$ cat config.mk
export PLATFORM = sky130hd
export DESIGN_NAME = raw_depacker_top
export DESIGN_NICKNAME = d
export VERILOG_FILES = /design/src/csi_pkg.sv /design/src/pixel_pkg.sv /design/src/chunk_output.sv /design/src/pixel_unpacker.sv /design/src/raw_depacker_top.sv /design/src/raw_gearbox.sv
export SDC_FILE = /design/constraint.sdc
export NUM_CORES = 1
export LEC_CHECK = 0
export ABC_AREA = 1
export BUFFER_PORTS_ARGS = -buffer_cell sky130_fd_sc_hd__clkbuf_2
export CAP_MARGIN = 15
export CORE_AREA = 2 2 173 175
export DETAILED_ROUTE_END_ITERATION = 10
export DIE_AREA = 0 0 175 177
export PLACE_DENSITY = 0.77
export SLEW_MARGIN = 20
export SYNTH_ARGS = -nofsm -noshare
export SYNTH_HDL_FRONTEND = slang
export SYNTH_HIERARCHICAL = 1
export SYNTH_SLANG_ARGS = --single-unit
$ cat constraint.sdc
create_clock -name clk_i -period 8.8 [get_ports clk_i]
set_input_delay 0.44 -clock clk_i [delete_from_list [all_inputs] [get_ports clk_i]]
set_output_delay 0.44 -clock clk_i [all_outputs]
set_load 0.02 [all_outputs]
$ cat src/csi_pkg.sv
package csi_pkg;

        // lanes of the link, one byte per lane and cycle
        localparam int LANES     = 4;
        localparam int LANE_BITS = 8;
        localparam int WORD_BITS = LANES * LANE_BITS;  // word from the packet decoder

        // data type field of the long packet header, 6 bits wide
        typedef enum logic [5:0] {
                DT_RAW10 = 6'h2B,  // four pixels in five bytes
                DT_RAW12 = 6'h2C   // two pixels in three bytes
        } data_type_t;

        // one beat of packed payload, byte 0 in the low bits is first on the wire
        typedef struct packed {
                logic                 valid;  // high for every cycle of a line
                logic [WORD_BITS-1:0] data;
        } csi_word_t;

endpackage

$ cat src/pixel_pkg.sv
package pixel_pkg;

        localparam int BYTE_BITS        = csi_pkg::LANE_BITS;
        localparam int PIXEL_BITS       = 16;
        localparam int PIXELS_PER_CHUNK = 8;

        // packing groups of the supported RAW formats
        localparam int RAW10_BITS         = 10;
        localparam int RAW10_GROUP_BYTES  = 5;
        localparam int RAW10_GROUP_PIXELS = 4;
        localparam int RAW12_BITS         = 12;
        localparam int RAW12_GROUP_BYTES  = 3;
        localparam int RAW12_GROUP_PIXELS = 2;

        // bytes consumed by one chunk of eight pixels
        localparam int RAW10_CHUNK_BYTES =
                RAW10_GROUP_BYTES * PIXELS_PER_CHUNK / RAW10_GROUP_PIXELS;
        localparam int RAW12_CHUNK_BYTES =
                RAW12_GROUP_BYTES * PIXELS_PER_CHUNK / RAW12_GROUP_PIXELS;

        localparam int WINDOW_BYTES = 12;  // largest chunk, which is RAW12
        localparam int BUF_BYTES    = 15;  // up to 11 leftover bytes plus one word

        typedef enum logic [1:0] {
                FMT_NONE,   // any data type that is not unpacked
                FMT_RAW10,
                FMT_RAW12
        } raw_format_t;

        typedef enum logic [0:0] {
                LINE_IDLE,
                LINE_ACTIVE
        } line_state_t;

        typedef logic [BUF_BYTES-1:0][BYTE_BITS-1:0] byte_buf_t;

        // bytes of one chunk, index 0 is the oldest byte
        typedef struct packed {
                logic                                  valid;
                raw_format_t                           format;
                logic                                  line_active;
                logic [WINDOW_BYTES-1:0][BYTE_BITS-1:0] bytes;
        } byte_window_t;

        typedef logic [PIXELS_PER_CHUNK-1:0][PIXEL_BITS-1:0] chunk_t;  // slot 0 in low bits

endpackage

$ cat src/chunk_output.sv
`timescale 1ns/1ps

module chunk_output (
        input  logic              clk_i,
        input  logic              arst_n_i,
        input  logic              window_valid_i,
        input  logic              line_active_i,
        input  pixel_pkg::chunk_t chunk_i,
        output logic              pixel_valid_o,
        output pixel_pkg::chunk_t pixels_o,
        output logic              raw_line_o
);

        always_ff @(posedge clk_i or negedge arst_n_i)
        begin
                if (!arst_n_i)
                begin
                        pixel_valid_o <= 1'b0;
                end
                else
                begin
                        pixel_valid_o <= window_valid_i;  // one pulse per window
                end
        end

        always_ff @(posedge clk_i)
        begin
                if (window_valid_i)
                begin
                        pixels_o <= chunk_i;  // held until the next chunk
                end
        end

        // the line stays up until both pending stages have drained
        assign raw_line_o = line_active_i | window_valid_i | pixel_valid_o;

        // the gearbox needs at least two words per chunk, so pulses never touch
        a_no_back_to_back: assert property (@(posedge clk_i) disable iff (!arst_n_i)
                pixel_valid_o |=> !pixel_valid_o)
                else $error("chunk valid high on two consecutive cycles");

endmodule

$ cat src/pixel_unpacker.sv
`timescale 1ns/1ps

module pixel_unpacker #(
        parameter int SLOT = 0  // pixel position inside the chunk, 0 to 7
) (
        input  pixel_pkg::byte_window_t        window_i,
        output logic [pixel_pkg::PIXEL_BITS-1:0] pixel_o
);

        logic [pixel_pkg::BYTE_BITS-1:0] msb10;
        logic [pixel_pkg::BYTE_BITS-1:0] lsb10;
        logic [pixel_pkg::BYTE_BITS-1:0] msb12;
        logic [pixel_pkg::BYTE_BITS-1:0] lsb12;

        always_comb
        begin
                // RAW10 group of five bytes, the fifth one holds four pairs of low bits
                msb10 = window_i.bytes[pixel_pkg::RAW10_GROUP_BYTES *
                                       (SLOT / pixel_pkg::RAW10_GROUP_PIXELS) +
                                       SLOT % pixel_pkg::RAW10_GROUP_PIXELS];
                lsb10 = window_i.bytes[pixel_pkg::RAW10_GROUP_BYTES *
                                       (SLOT / pixel_pkg::RAW10_GROUP_PIXELS) +
                                       pixel_pkg::RAW10_GROUP_PIXELS];

                // RAW12 group of three bytes, the third one holds two low nibbles
                msb12 = window_i.bytes[pixel_pkg::RAW12_GROUP_BYTES *
                                       (SLOT / pixel_pkg::RAW12_GROUP_PIXELS) +
                                       SLOT % pixel_pkg::RAW12_GROUP_PIXELS];
                lsb12 = window_i.bytes[pixel_pkg::RAW12_GROUP_BYTES *
                                       (SLOT / pixel_pkg::RAW12_GROUP_PIXELS) +
                                       pixel_pkg::RAW12_GROUP_PIXELS];

                case (window_i.format)
                        pixel_pkg::FMT_RAW10:
                        begin
                                pixel_o = {msb10,
                                           lsb10[2 * (SLOT % pixel_pkg::RAW10_GROUP_PIXELS) +: 2],
                                           {(pixel_pkg::PIXEL_BITS - pixel_pkg::RAW10_BITS){1'b0}}};
                        end
                        pixel_pkg::FMT_RAW12:
                        begin
                                pixel_o = {msb12,
                                           lsb12[4 * (SLOT % pixel_pkg::RAW12_GROUP_PIXELS) +: 4],
                                           {(pixel_pkg::PIXEL_BITS - pixel_pkg::RAW12_BITS){1'b0}}};
                        end
                        default:
                        begin
                                pixel_o = '0;  // other data types never form a chunk
                        end
                endcase
        end

endmodule

$ cat src/raw_depacker_top.sv
`timescale 1ns/1ps

module raw_depacker_top (
        input  logic                clk_i,
        input  logic                arst_n_i,
        input  csi_pkg::csi_word_t  csi_word_i,
        input  csi_pkg::data_type_t data_type_i,
        output logic                pixel_valid_o,
        output pixel_pkg::chunk_t   pixels_o,
        output logic                raw_line_o
);

        pixel_pkg::byte_window_t window;      // registered bytes of one chunk
        pixel_pkg::chunk_t       chunk_next;  // unpacked pixels of that window

        raw_gearbox u_gearbox (
                .clk_i       (clk_i),
                .arst_n_i    (arst_n_i),
                .csi_word_i  (csi_word_i),
                .data_type_i (data_type_i),
                .window_o    (window)
        );

        // one unpacker per pixel slot, all reading the same window
        generate
                for (genvar s = 0; s < pixel_pkg::PIXELS_PER_CHUNK; s++)
                begin : g_slot
                        pixel_unpacker #(
                                .SLOT (s)
                        ) u_unpacker (
                                .window_i (window),
                                .pixel_o  (chunk_next[s])
                        );
                end
        endgenerate

        chunk_output u_output (
                .clk_i          (clk_i),
                .arst_n_i       (arst_n_i),
                .window_valid_i (window.valid),
                .line_active_i  (window.line_active),
                .chunk_i        (chunk_next),
                .pixel_valid_o  (pixel_valid_o),
                .pixels_o       (pixels_o),
                .raw_line_o     (raw_line_o)
        );

endmodule

$ cat src/raw_gearbox.sv
`timescale 1ns/1ps

module raw_gearbox (
        input  logic                    clk_i,
        input  logic                    arst_n_i,
        input  csi_pkg::csi_word_t      csi_word_i,
        input  csi_pkg::data_type_t     data_type_i,
        output pixel_pkg::byte_window_t window_o
);

        pixel_pkg::line_state_t state_q;
        pixel_pkg::raw_format_t fmt_q;
        pixel_pkg::raw_format_t line_fmt;
        pixel_pkg::byte_buf_t   buf_q;
        pixel_pkg::byte_buf_t   base_buf;
        pixel_pkg::byte_buf_t   fill_buf;
        logic [3:0]             count_q;  // valid bytes in buf_q, from index 0
        logic [4:0]             base_cnt;
        logic [4:0]             fill_cnt;
        logic [4:0]             chunk_len;
        logic                   chunk_done;
        logic                   win_valid_q;
        logic [pixel_pkg::WINDOW_BYTES-1:0][pixel_pkg::BYTE_BITS-1:0] win_bytes_q;

        function automatic pixel_pkg::raw_format_t fmt_of(input csi_pkg::data_type_t dt);
                case (dt)
                        csi_pkg::DT_RAW10: return pixel_pkg::FMT_RAW10;
                        csi_pkg::DT_RAW12: return pixel_pkg::FMT_RAW12;
                        default:           return pixel_pkg::FMT_NONE;
                endcase
        endfunction

        function automatic logic [4:0] chunk_len_of(input pixel_pkg::raw_format_t fmt);
                case (fmt)
                        pixel_pkg::FMT_RAW10: return 5'(pixel_pkg::RAW10_CHUNK_BYTES);
                        pixel_pkg::FMT_RAW12: return 5'(pixel_pkg::RAW12_CHUNK_BYTES);
                        default:              return 5'(pixel_pkg::WINDOW_BYTES);
                endcase
        endfunction

        // a word seen in idle opens a new line with an empty buffer
        always_comb
        begin
                if (state_q == pixel_pkg::LINE_IDLE)
                begin
                        line_fmt = fmt_of(data_type_i);
                        base_buf = '0;
                        base_cnt = '0;
                end
                else
                begin
                        line_fmt = fmt_q;
                        base_buf = buf_q;
                        base_cnt = 5'(count_q);
                end

                chunk_len = chunk_len_of(line_fmt);

                if (line_fmt == pixel_pkg::FMT_NONE)
                begin
                        fill_buf = base_buf;  // nothing to unpack, so nothing is kept
                        fill_cnt = base_cnt;
                end
                else
                begin
                        // bytes above the count are always zero, so an or appends the word
                        fill_buf = base_buf | (pixel_pkg::byte_buf_t'(csi_word_i.data)
                                               << (base_cnt * pixel_pkg::BYTE_BITS));
                        fill_cnt = base_cnt + 5'(csi_pkg::LANES);
                end

                chunk_done = (line_fmt != pixel_pkg::FMT_NONE) && (fill_cnt >= chunk_len);
        end

        always_ff @(posedge clk_i or negedge arst_n_i)
        begin
                if (!arst_n_i)
                begin
                        state_q     <= pixel_pkg::LINE_IDLE;
                        fmt_q       <= pixel_pkg::FMT_NONE;
                        count_q     <= '0;
                        win_valid_q <= 1'b0;
                end
                else if (csi_word_i.valid)
                begin
                        state_q     <= pixel_pkg::LINE_ACTIVE;
                        fmt_q       <= line_fmt;
                        count_q     <= chunk_done ? 4'(fill_cnt - chunk_len) : 4'(fill_cnt);
                        win_valid_q <= chunk_done;
                end
                else
                begin
                        state_q     <= pixel_pkg::LINE_IDLE;  // leftover bytes are dropped here
                        count_q     <= '0;
                        win_valid_q <= 1'b0;
                end
        end

        always_ff @(posedge clk_i)
        begin
                if (csi_word_i.valid)
                begin
                        // shifting out a chunk zero fills the top of the buffer
                        buf_q <= chunk_done ? (fill_buf >> (chunk_len * pixel_pkg::BYTE_BITS))
                                            : fill_buf;
                end
                if (chunk_done)
                begin
                        win_bytes_q <= fill_buf[pixel_pkg::WINDOW_BYTES-1:0];
                end
        end

        assign window_o = '{valid:       win_valid_q,
                            format:      fmt_q,
                            line_active: state_q == pixel_pkg::LINE_ACTIVE,
                            bytes:       win_bytes_q};

        // leftover plus a new word must fit the buffer
        a_fill_fits: assert property (@(posedge clk_i) disable iff (!arst_n_i)
                csi_word_i.valid |-> fill_cnt <= 5'(pixel_pkg::BUF_BYTES))
                else $error("gearbox byte count %0d exceeds buffer", fill_cnt);

endmodule

==> results of run 1 <==
-- layout by cell type (no fill, tap or decap), types with 19 or more instances in the layout --
cell       instances
nand2_1          678
edfxtp_1         344
clkbuf_2         169
inv_1            140
nand3_1          130
a21oi_1          102
nor2_1            93
o21ai_0           77
clkbuf_16         38
conb_1            32
a21boi_0          25
nand4_1           20
ha_1              19
-- logic make-up after synthesis --
family / Yosys count
AO/OA/AOI/OAI: 233
flip-flops: 353
other: 8
XOR/XNOR: 1
buffers and inverters: 285
adder cells (fa/ha/maj): 20
AND/OR/NAND/NOR: 937
-- sequential cells by signal, summed over array words and instances, names as in the netlist --
signal and cells:
u_gearbox/window_o 96, u_gearbox/fmt_q 2, u_gearbox/state_q 1, u_gearbox/buf_q 120
u_gearbox/win_valid_q 1, u_output/pixel_valid_o 1, u_output/pixels_o 128, u_gearbox/count_q 4
-- routing by layer --
metal / routed length [um] / up-vias / global-route usage
met4: 2500 / 2 / 0.156
met1: 18600 / 6293 / 0.413
met2: 23200 / 673 / 0.517
met3: 4480 / 134 / 0.0576
li1: - / 6258 / -
met5: 12 / - / 0
-- metrics by stage --
stage / hold slack, ps / worst slack [ps] / instances
2_1_floorplan: 144 / 5100 / 1861
3_3_place_gp: 357 / 3510 / 2297
3_5_place_dp: 363 / 3360 / 2297
4_1_cts: 343 / 3350 / 2367
5_1_grt: 388 / 2860 / 2367
6_report: 343 / 3200 / 2368
-- worst max-delay path, delay by kind of cell (launching register included) --
family | cells | cell delay [ps]
AOI/OAI and AO/OA | 1 | 100
adders and majority gates | 1 | 570
and+or+nand+nor | 8 | 1370
DFF | 1 | 730
buffers and inverters | 6 | 2390
-- worst paths after layout --
kind                                                   from                               end  slack, ps
setup / recovery                u_gearbox/state_q$_DFF_PN0_     u_gearbox/buf_q[41]$_DFFE_PP_       3200
hold / removal                                     arst_n_i    u_gearbox/count_q[1]$_DFF_PN0_        340
setup reg to reg                u_gearbox/state_q$_DFF_PN0_     u_gearbox/buf_q[41]$_DFFE_PP_       3200
hold reg to reg            u_gearbox/window_o[92]$_DFFE_PN_  u_output/pixels_o[116]$_DFFE_PP_        520
max in group asynchronous                          arst_n_i   u_gearbox/win_valid_q$_DFF_PN0_       8180
min in group clk_i                           csi_word_i[32]       u_gearbox/state_q$_DFF_PN0_        380
-- power breakdown --
part | switching (uW) | total (uW) | leakage (uW) | internal (uW)
combinational | 136 | 186 | 0.00399 | 50.2
sequential | 15.7 | 1890 | 0.00362 | 1880
clock | 635 | 1570 | 0.000593 | 936
total | 787 | 3650 | 0.00821 | 2860
-- cell type report --
| type | count | area (sq um) | area share |
|---|---|---|---|
| Sequential cell | 353 | 10600 | 0.549 |
| Multi-Input combinational cell | 1223 | 5430 | 0.282 |
| Tap cell | 390 | 488 | 0.0254 |
| Timing Repair Buffer | 184 | 973 | 0.0506 |
| Inverter | 148 | 561 | 0.0291 |
| Clock inverter | 17 | 200 | 0.0104 |
| Antenna cell | 1 | 2.50 | 0.000130 |
| Clock buffer | 52 | 1020 | 0.0532 |
==> impl_metrics.csv, run 1 <==
group,metric,value,unit
timing,fmax,0.179,GHz
die,die-area,31000,sq um
cells_and_area,nNetsFinal,2009,
cells_and_area,design_area,19200,sq um
yosys,post-synth-top-area-cell,"edfxtp_1",
place,dpl.hpwl,33800,um
setup_path,cp_slowest_cell,"inv_6",
cts,clk_latency,530,ps
die,die_y,177,um
yosys,yosys-top-cells-count,"678 x nand2_1, 344 x edfxtp_1, 141 x inv_1, 130 x nand3_1, 102 x a21oi_1",
drt,wl,48800,um
yosys,synth_top_family_by_area,"simple AND/OR/NAND/NOR gates",
setup_path,ff2ff_path_depth,16,
grt,antenna_found_initial,4,
grt,grt_pass1_wl,73000,um
cts,cts.hold.buffers_added,1,
cts,ctsHtreeMaxLevel,2,
yosys,yosysMostFrequentCell,"nand2_1",
cells_and_area,layout-drive-gt1-share,0.126,
outcome,run_status,"finished clean",
setup_path,start_kind,"flop",
yosys,synth_compound_gate_area_share,0.0740,
die,start_util,0.591,
timing,finClkSkew,11.7,ps
yosys,synthAdderAreaFrac,0.0149,
power_and_ir_drop,ir_drop,0.138,mV
timing,rsz0062_at_grt,"false",
cts,ctsResizeCount,0,
cts,cts_root_buf,"clkbuf_16",
yosys,synthCells,1837,
drt,viasPerCell,5.64,
cts,clockBufferDepth,3,
setup_path,crit_chain,"inv_2 -> nand2_1 -> nor2_1 -> a21oi_4 -> nor2_2 -> buf_4 -> inv_1 -> fa_1 -> inv_1 -> or2_0 -> nand3_1 -> nand2_2 -> nand2_2 -> inv_6 -> buf_4 -> nor2_1",
drt,vias,13400,
power_and_ir_drop,p_total,3650,uW
die,fp.coreArea,29200,sq um
yosys,ys.warnings.count,6,
power_and_ir_drop,p_leak,0.00821,uW
place,gp_congestion,0.932,
run,drv_cap,0,
cells_and_area,syn2layout_area_growth,11.4,%
yosys,avgSynthCellArea,9.40,sq um
timing,period_share,0.636,
cts,cts_made_buffers,38,
drt,antenna_left,0,
yosys,synth.mux.area_fraction,0,
place,port_buffers,170,
yosys,ys_ff_latch,353,
drt,routedWlPerCell,20.6,um
timing,slew_viol_final,0,
yosys,synth-seq-area-share,0.611,
yosys,yosys-top-cells-area,"edfxtp_1 60%, nand2_1 15%, nand3_1 3.8%",
yosys,synth_xor_area_frac,0.000507,
grt,overflow,0,
timing,setup_tns,0,ps
cts,clock_sinks,353,
timing,hold_viol,0,
timing,finalSetupViolCount,0,
power_and_ir_drop,power.density,190,nW/um^2
yosys,synth_edf_count,344,
grt,grt_max_degree,81,
setup_path,critical_path.max_stage_delay,810,ps
drt,drtPass1Iterations,6,
drt,drc,0,
setup_path,critPathMaxFanout,80,
setup_path,cp-end-kind,"flop",
die,fp-row-count,63,
place,place_area,18000,sq um
cts,path_clk_slew,70,ps
cells_and_area,finish.utilization,0.658,
setup_path,cp.arrival,5860,ps
yosys,yosys.area_share.simple,0.218,
yosys,synth_cell_types,34,
grt,grt_use_total,0.317,
drt,drt_iter0_drc,1658,
timing,worstMarginPinSlew,1130,ps
timing,relSlewSlack,0.243,
cells_and_area,n_fill_cell,2363,
grt,grt_pass1_vias,12500,
setup_path,cp_data_required_time,9060,ps
die,io_pins,171,
die,dieWidth,175,um
cts,tritoncts,"built",
timing,final.min_clock_period,5600,ps
cts,cts_setup_buffers,0,
yosys,ys_async_sr_fraction,0.0255,
yosys,ys.flop_type,"edfxtp_1",
yosys,syn-cell-area,17300,sq um
yosys,synth_top_area_frac,0.598,
setup_path,path_class,"flop to flop",
hold_path,holdCritPathClass,"primary input to async pin",
No activity file was read; power rests on OpenSTA's default activity.
==> run 2: changes to the inputs <==
CORE_AREA = 2 2 182 184   (was 2 2 173 175)
DIE_AREA = 0 0 184 186   (was 0 0 175 177)
PLACE_DENSITY = 0.73   (was 0.77)
clock period = 5 ns   (was 8.8 ns; I/O delays follow)
==> impl_metrics.csv, run 2 (synthesis results as in run 1) <==
group,metric,value,unit
outcome,run_status,"finished clean",
cells_and_area,largest_register_ffs,128,
setup_path,cp_data_required_time,5200,ps
setup_path,crit_end,"u_gearbox/window_o[2]$_DFFE_PN_",
setup_path,reg2reg_from,"u_gearbox/state_q$_DFF_PN0_",
timing,final.min_clock_period,4060,ps
drt,drc,0,
timing,finClkSkew,16.7,ps
setup_path,r2r_end,"u_gearbox/window_o[2]$_DFFE_PN_",
drt,antenna_left,0,
drt,viasPerCell,5.63,
hold_path,holdCritPathClass,"primary input to async pin",
die,io_pins,171,
cells_and_area,nNetsFinal,2023,
power_and_ir_drop,p_leak,0.00827,uW
timing,slew_viol_final,0,
cts,cts_made_buffers,38,
timing,hold_slack,137,ps
timing,period_share,0.811,
setup_path,crit_chain,"buf_4 -> nand2_1 -> inv_2 -> xor2_1 -> inv_1 -> fa_1 -> inv_1 -> or2_0 -> nand3_1 -> nand2_2 -> nand2_2 -> inv_6 -> buf_12",
cells_and_area,finish.utilization,0.601,
drt,drtPass1Iterations,5,
cts,clockBufferDepth,3,
grt,grt_use_total,0.283,
grt,grt_pass1_vias,12500,
drt,routedWlPerCell,20.1,um
cts,path_clk_slew,60,ps
setup_path,critical_path.max_stage_delay,700,ps
cts,clock_sinks,353,
setup_path,crit_cells,13,
timing,rsz0062_at_grt,"false",
die,fp.coreArea,32200,sq um
timing,relSlewSlack,0.390,
setup_path,crit_family,"buffers and inverters",
cells_and_area,multi_input_area,5430,sq um
cells_and_area,regMostFlops,"u_output/pixels_o",
die,fp-row-count,66,
timing,fmax,0.247,GHz
drt,drt_iter0_drc,1820,
setup_path,critPathMaxFanout,62,
run,drv_cap,0,
setup_path,cp_slowest_cell,"dfrtp_4",
timing,finalSetupViolCount,0,
cells_and_area,n_fill_cell,2782,
die,die_y,186,um
cells_and_area,syn2layout_area_growth,12.0,%
timing,setup_tns,0,ps
timing,hold_viol,0,
die,dieWidth,184,um
grt,grt_pass1_wl,72100,um
power_and_ir_drop,ir_drop,0.166,mV
grt,antenna_found_initial,3,
cells_and_area,seq_area,10600,sq um
cts,tritoncts,"built",
cts,ctsResizeCount,0,
place,gp_congestion,0.972,
setup_path,worst-path-buf-inv,6,
setup_path,regToRegSetupSlack,940,ps
drt,wl,48100,um
die,start_util,0.536,
setup_path,ff2ff_path_depth,13,
setup_path,cp.arrival,4250,ps
cells_and_area,mostFrequentLayoutCell,"nand2_1",
place,dpl.hpwl,33400,um
setup_path,cp-end-kind,"flop",
cells_and_area,layout-drive-gt1-share,0.131,
cts,clk_latency,530,ps
cts,cts_setup_buffers,0,
drt,vias,13500,
die,die-area,34200,sq um
setup_path,path_class,"flop to flop",
cts,cts_root_buf,"clkbuf_16",
place,port_buffers,170,
grt,grt_max_degree,69,
setup_path,setup.worst_path.start,"u_gearbox/state_q$_DFF_PN0_",
grt,overflow,0,
power_and_ir_drop,power.density,330,nW/um^2
setup_path,start_kind,"flop",
timing,worstMarginPinSlew,905,ps
cells_and_area,most-common-layout-cells,"678 x nand2_1, 344 x edfxtp_1, 169 x clkbuf_2",
cts,ctsHtreeMaxLevel,2,
==> run 2: cell count changes in the layout (fill, tap and decap cells not counted), sizes merged <==
cell and change:
bufinv -1, clkinv +2, buf +14, clkbuf -3, diode +1
==> run 2: layout make-up <==
cell class                      instances  share of cell area
Clock inverter                         18             0.00950
Multi-Input combinational cell       1223               0.280
Timing Repair Buffer                  198              0.0564
Sequential cell                       353               0.546
Clock buffer                           49              0.0524
Inverter                              148              0.0290
Antenna cell                            2            0.000259
Tap cell                              408              0.0264
==> run 2: report_power, final <==
| part | total, uW | internal, uW | switching, uW |
|---|---|---|---|
| Sequential | 3330 | 3310 | 21.4 |
| Clock | 2710 | 1590 | 1120 |
| Combinational | 340 | 90.8 | 249 |
==> run 2: worst reg2reg max path, cell delays in order (launching register included) <==
cell and delay (ps):
dfrtp_4 700, buf_4 650, nand2_1 210, inv_2 100, xor2_1 230, inv_1 80
fa_1 390, inv_1 80, or2_0 110, nand3_1 100, nand2_2 160, nand2_2 110
inv_6 410, buf_12 390
==> run 2: metal layers <==
metal / global-route usage / share of wire / up-vias
met5: 0 / 0.00037 / -
met4: 0.142 / 0.050 / 2
met3: 0.0538 / 0.096 / 123
met2: 0.451 / 0.46 / 725
met1: 0.372 / 0.39 / 6356
li1: - / - / 6301
==> run 2: worst min path at each step <==
stage | from | endpoint | cells after the start
final | arst_n_i | u_gearbox/count_q[0]$_DFF_PN0_ | 2
after global routing | arst_n_i | u_output/pixel_valid_o$_DFF_PN0_ | 2
after CTS | arst_n_i | u_gearbox/count_q[0]$_DFF_PN0_ | 2
after detailed placement | arst_n_i | u_output/pixel_valid_o$_DFF_PN0_ | 1
after global placement | arst_n_i | u_output/pixel_valid_o$_DFF_PN0_ | 1
after floorplan | arst_n_i | u_gearbox/count_q[0]$_DFF_PN0_ | 0
==> run 2: what timing repair did <==
item | CTS | global route
hold buffers | 1 | 0
endpoints found under the hold margin | 9 | 0
setup endpoints to repair | 0 | 0
==> run 2: per-stage QoR <==
| step | setup WS (ps) | cell area [sq um] | std cells | power (uW) |
|---|---|---|---|---|
| after floorplan | 1310 | 17400 | 1861 | 3590 |
| after global routing | 657 | 19300 | 2397 | 6570 |
| after detailed placement | 1010 | 18100 | 2329 | 3720 |
| final | 944 | 19400 | 2399 | 6380 |
| after CTS | 1020 | 19300 | 2397 | 6410 |
| after global placement | 1090 | 18100 | 2329 | 3710 |
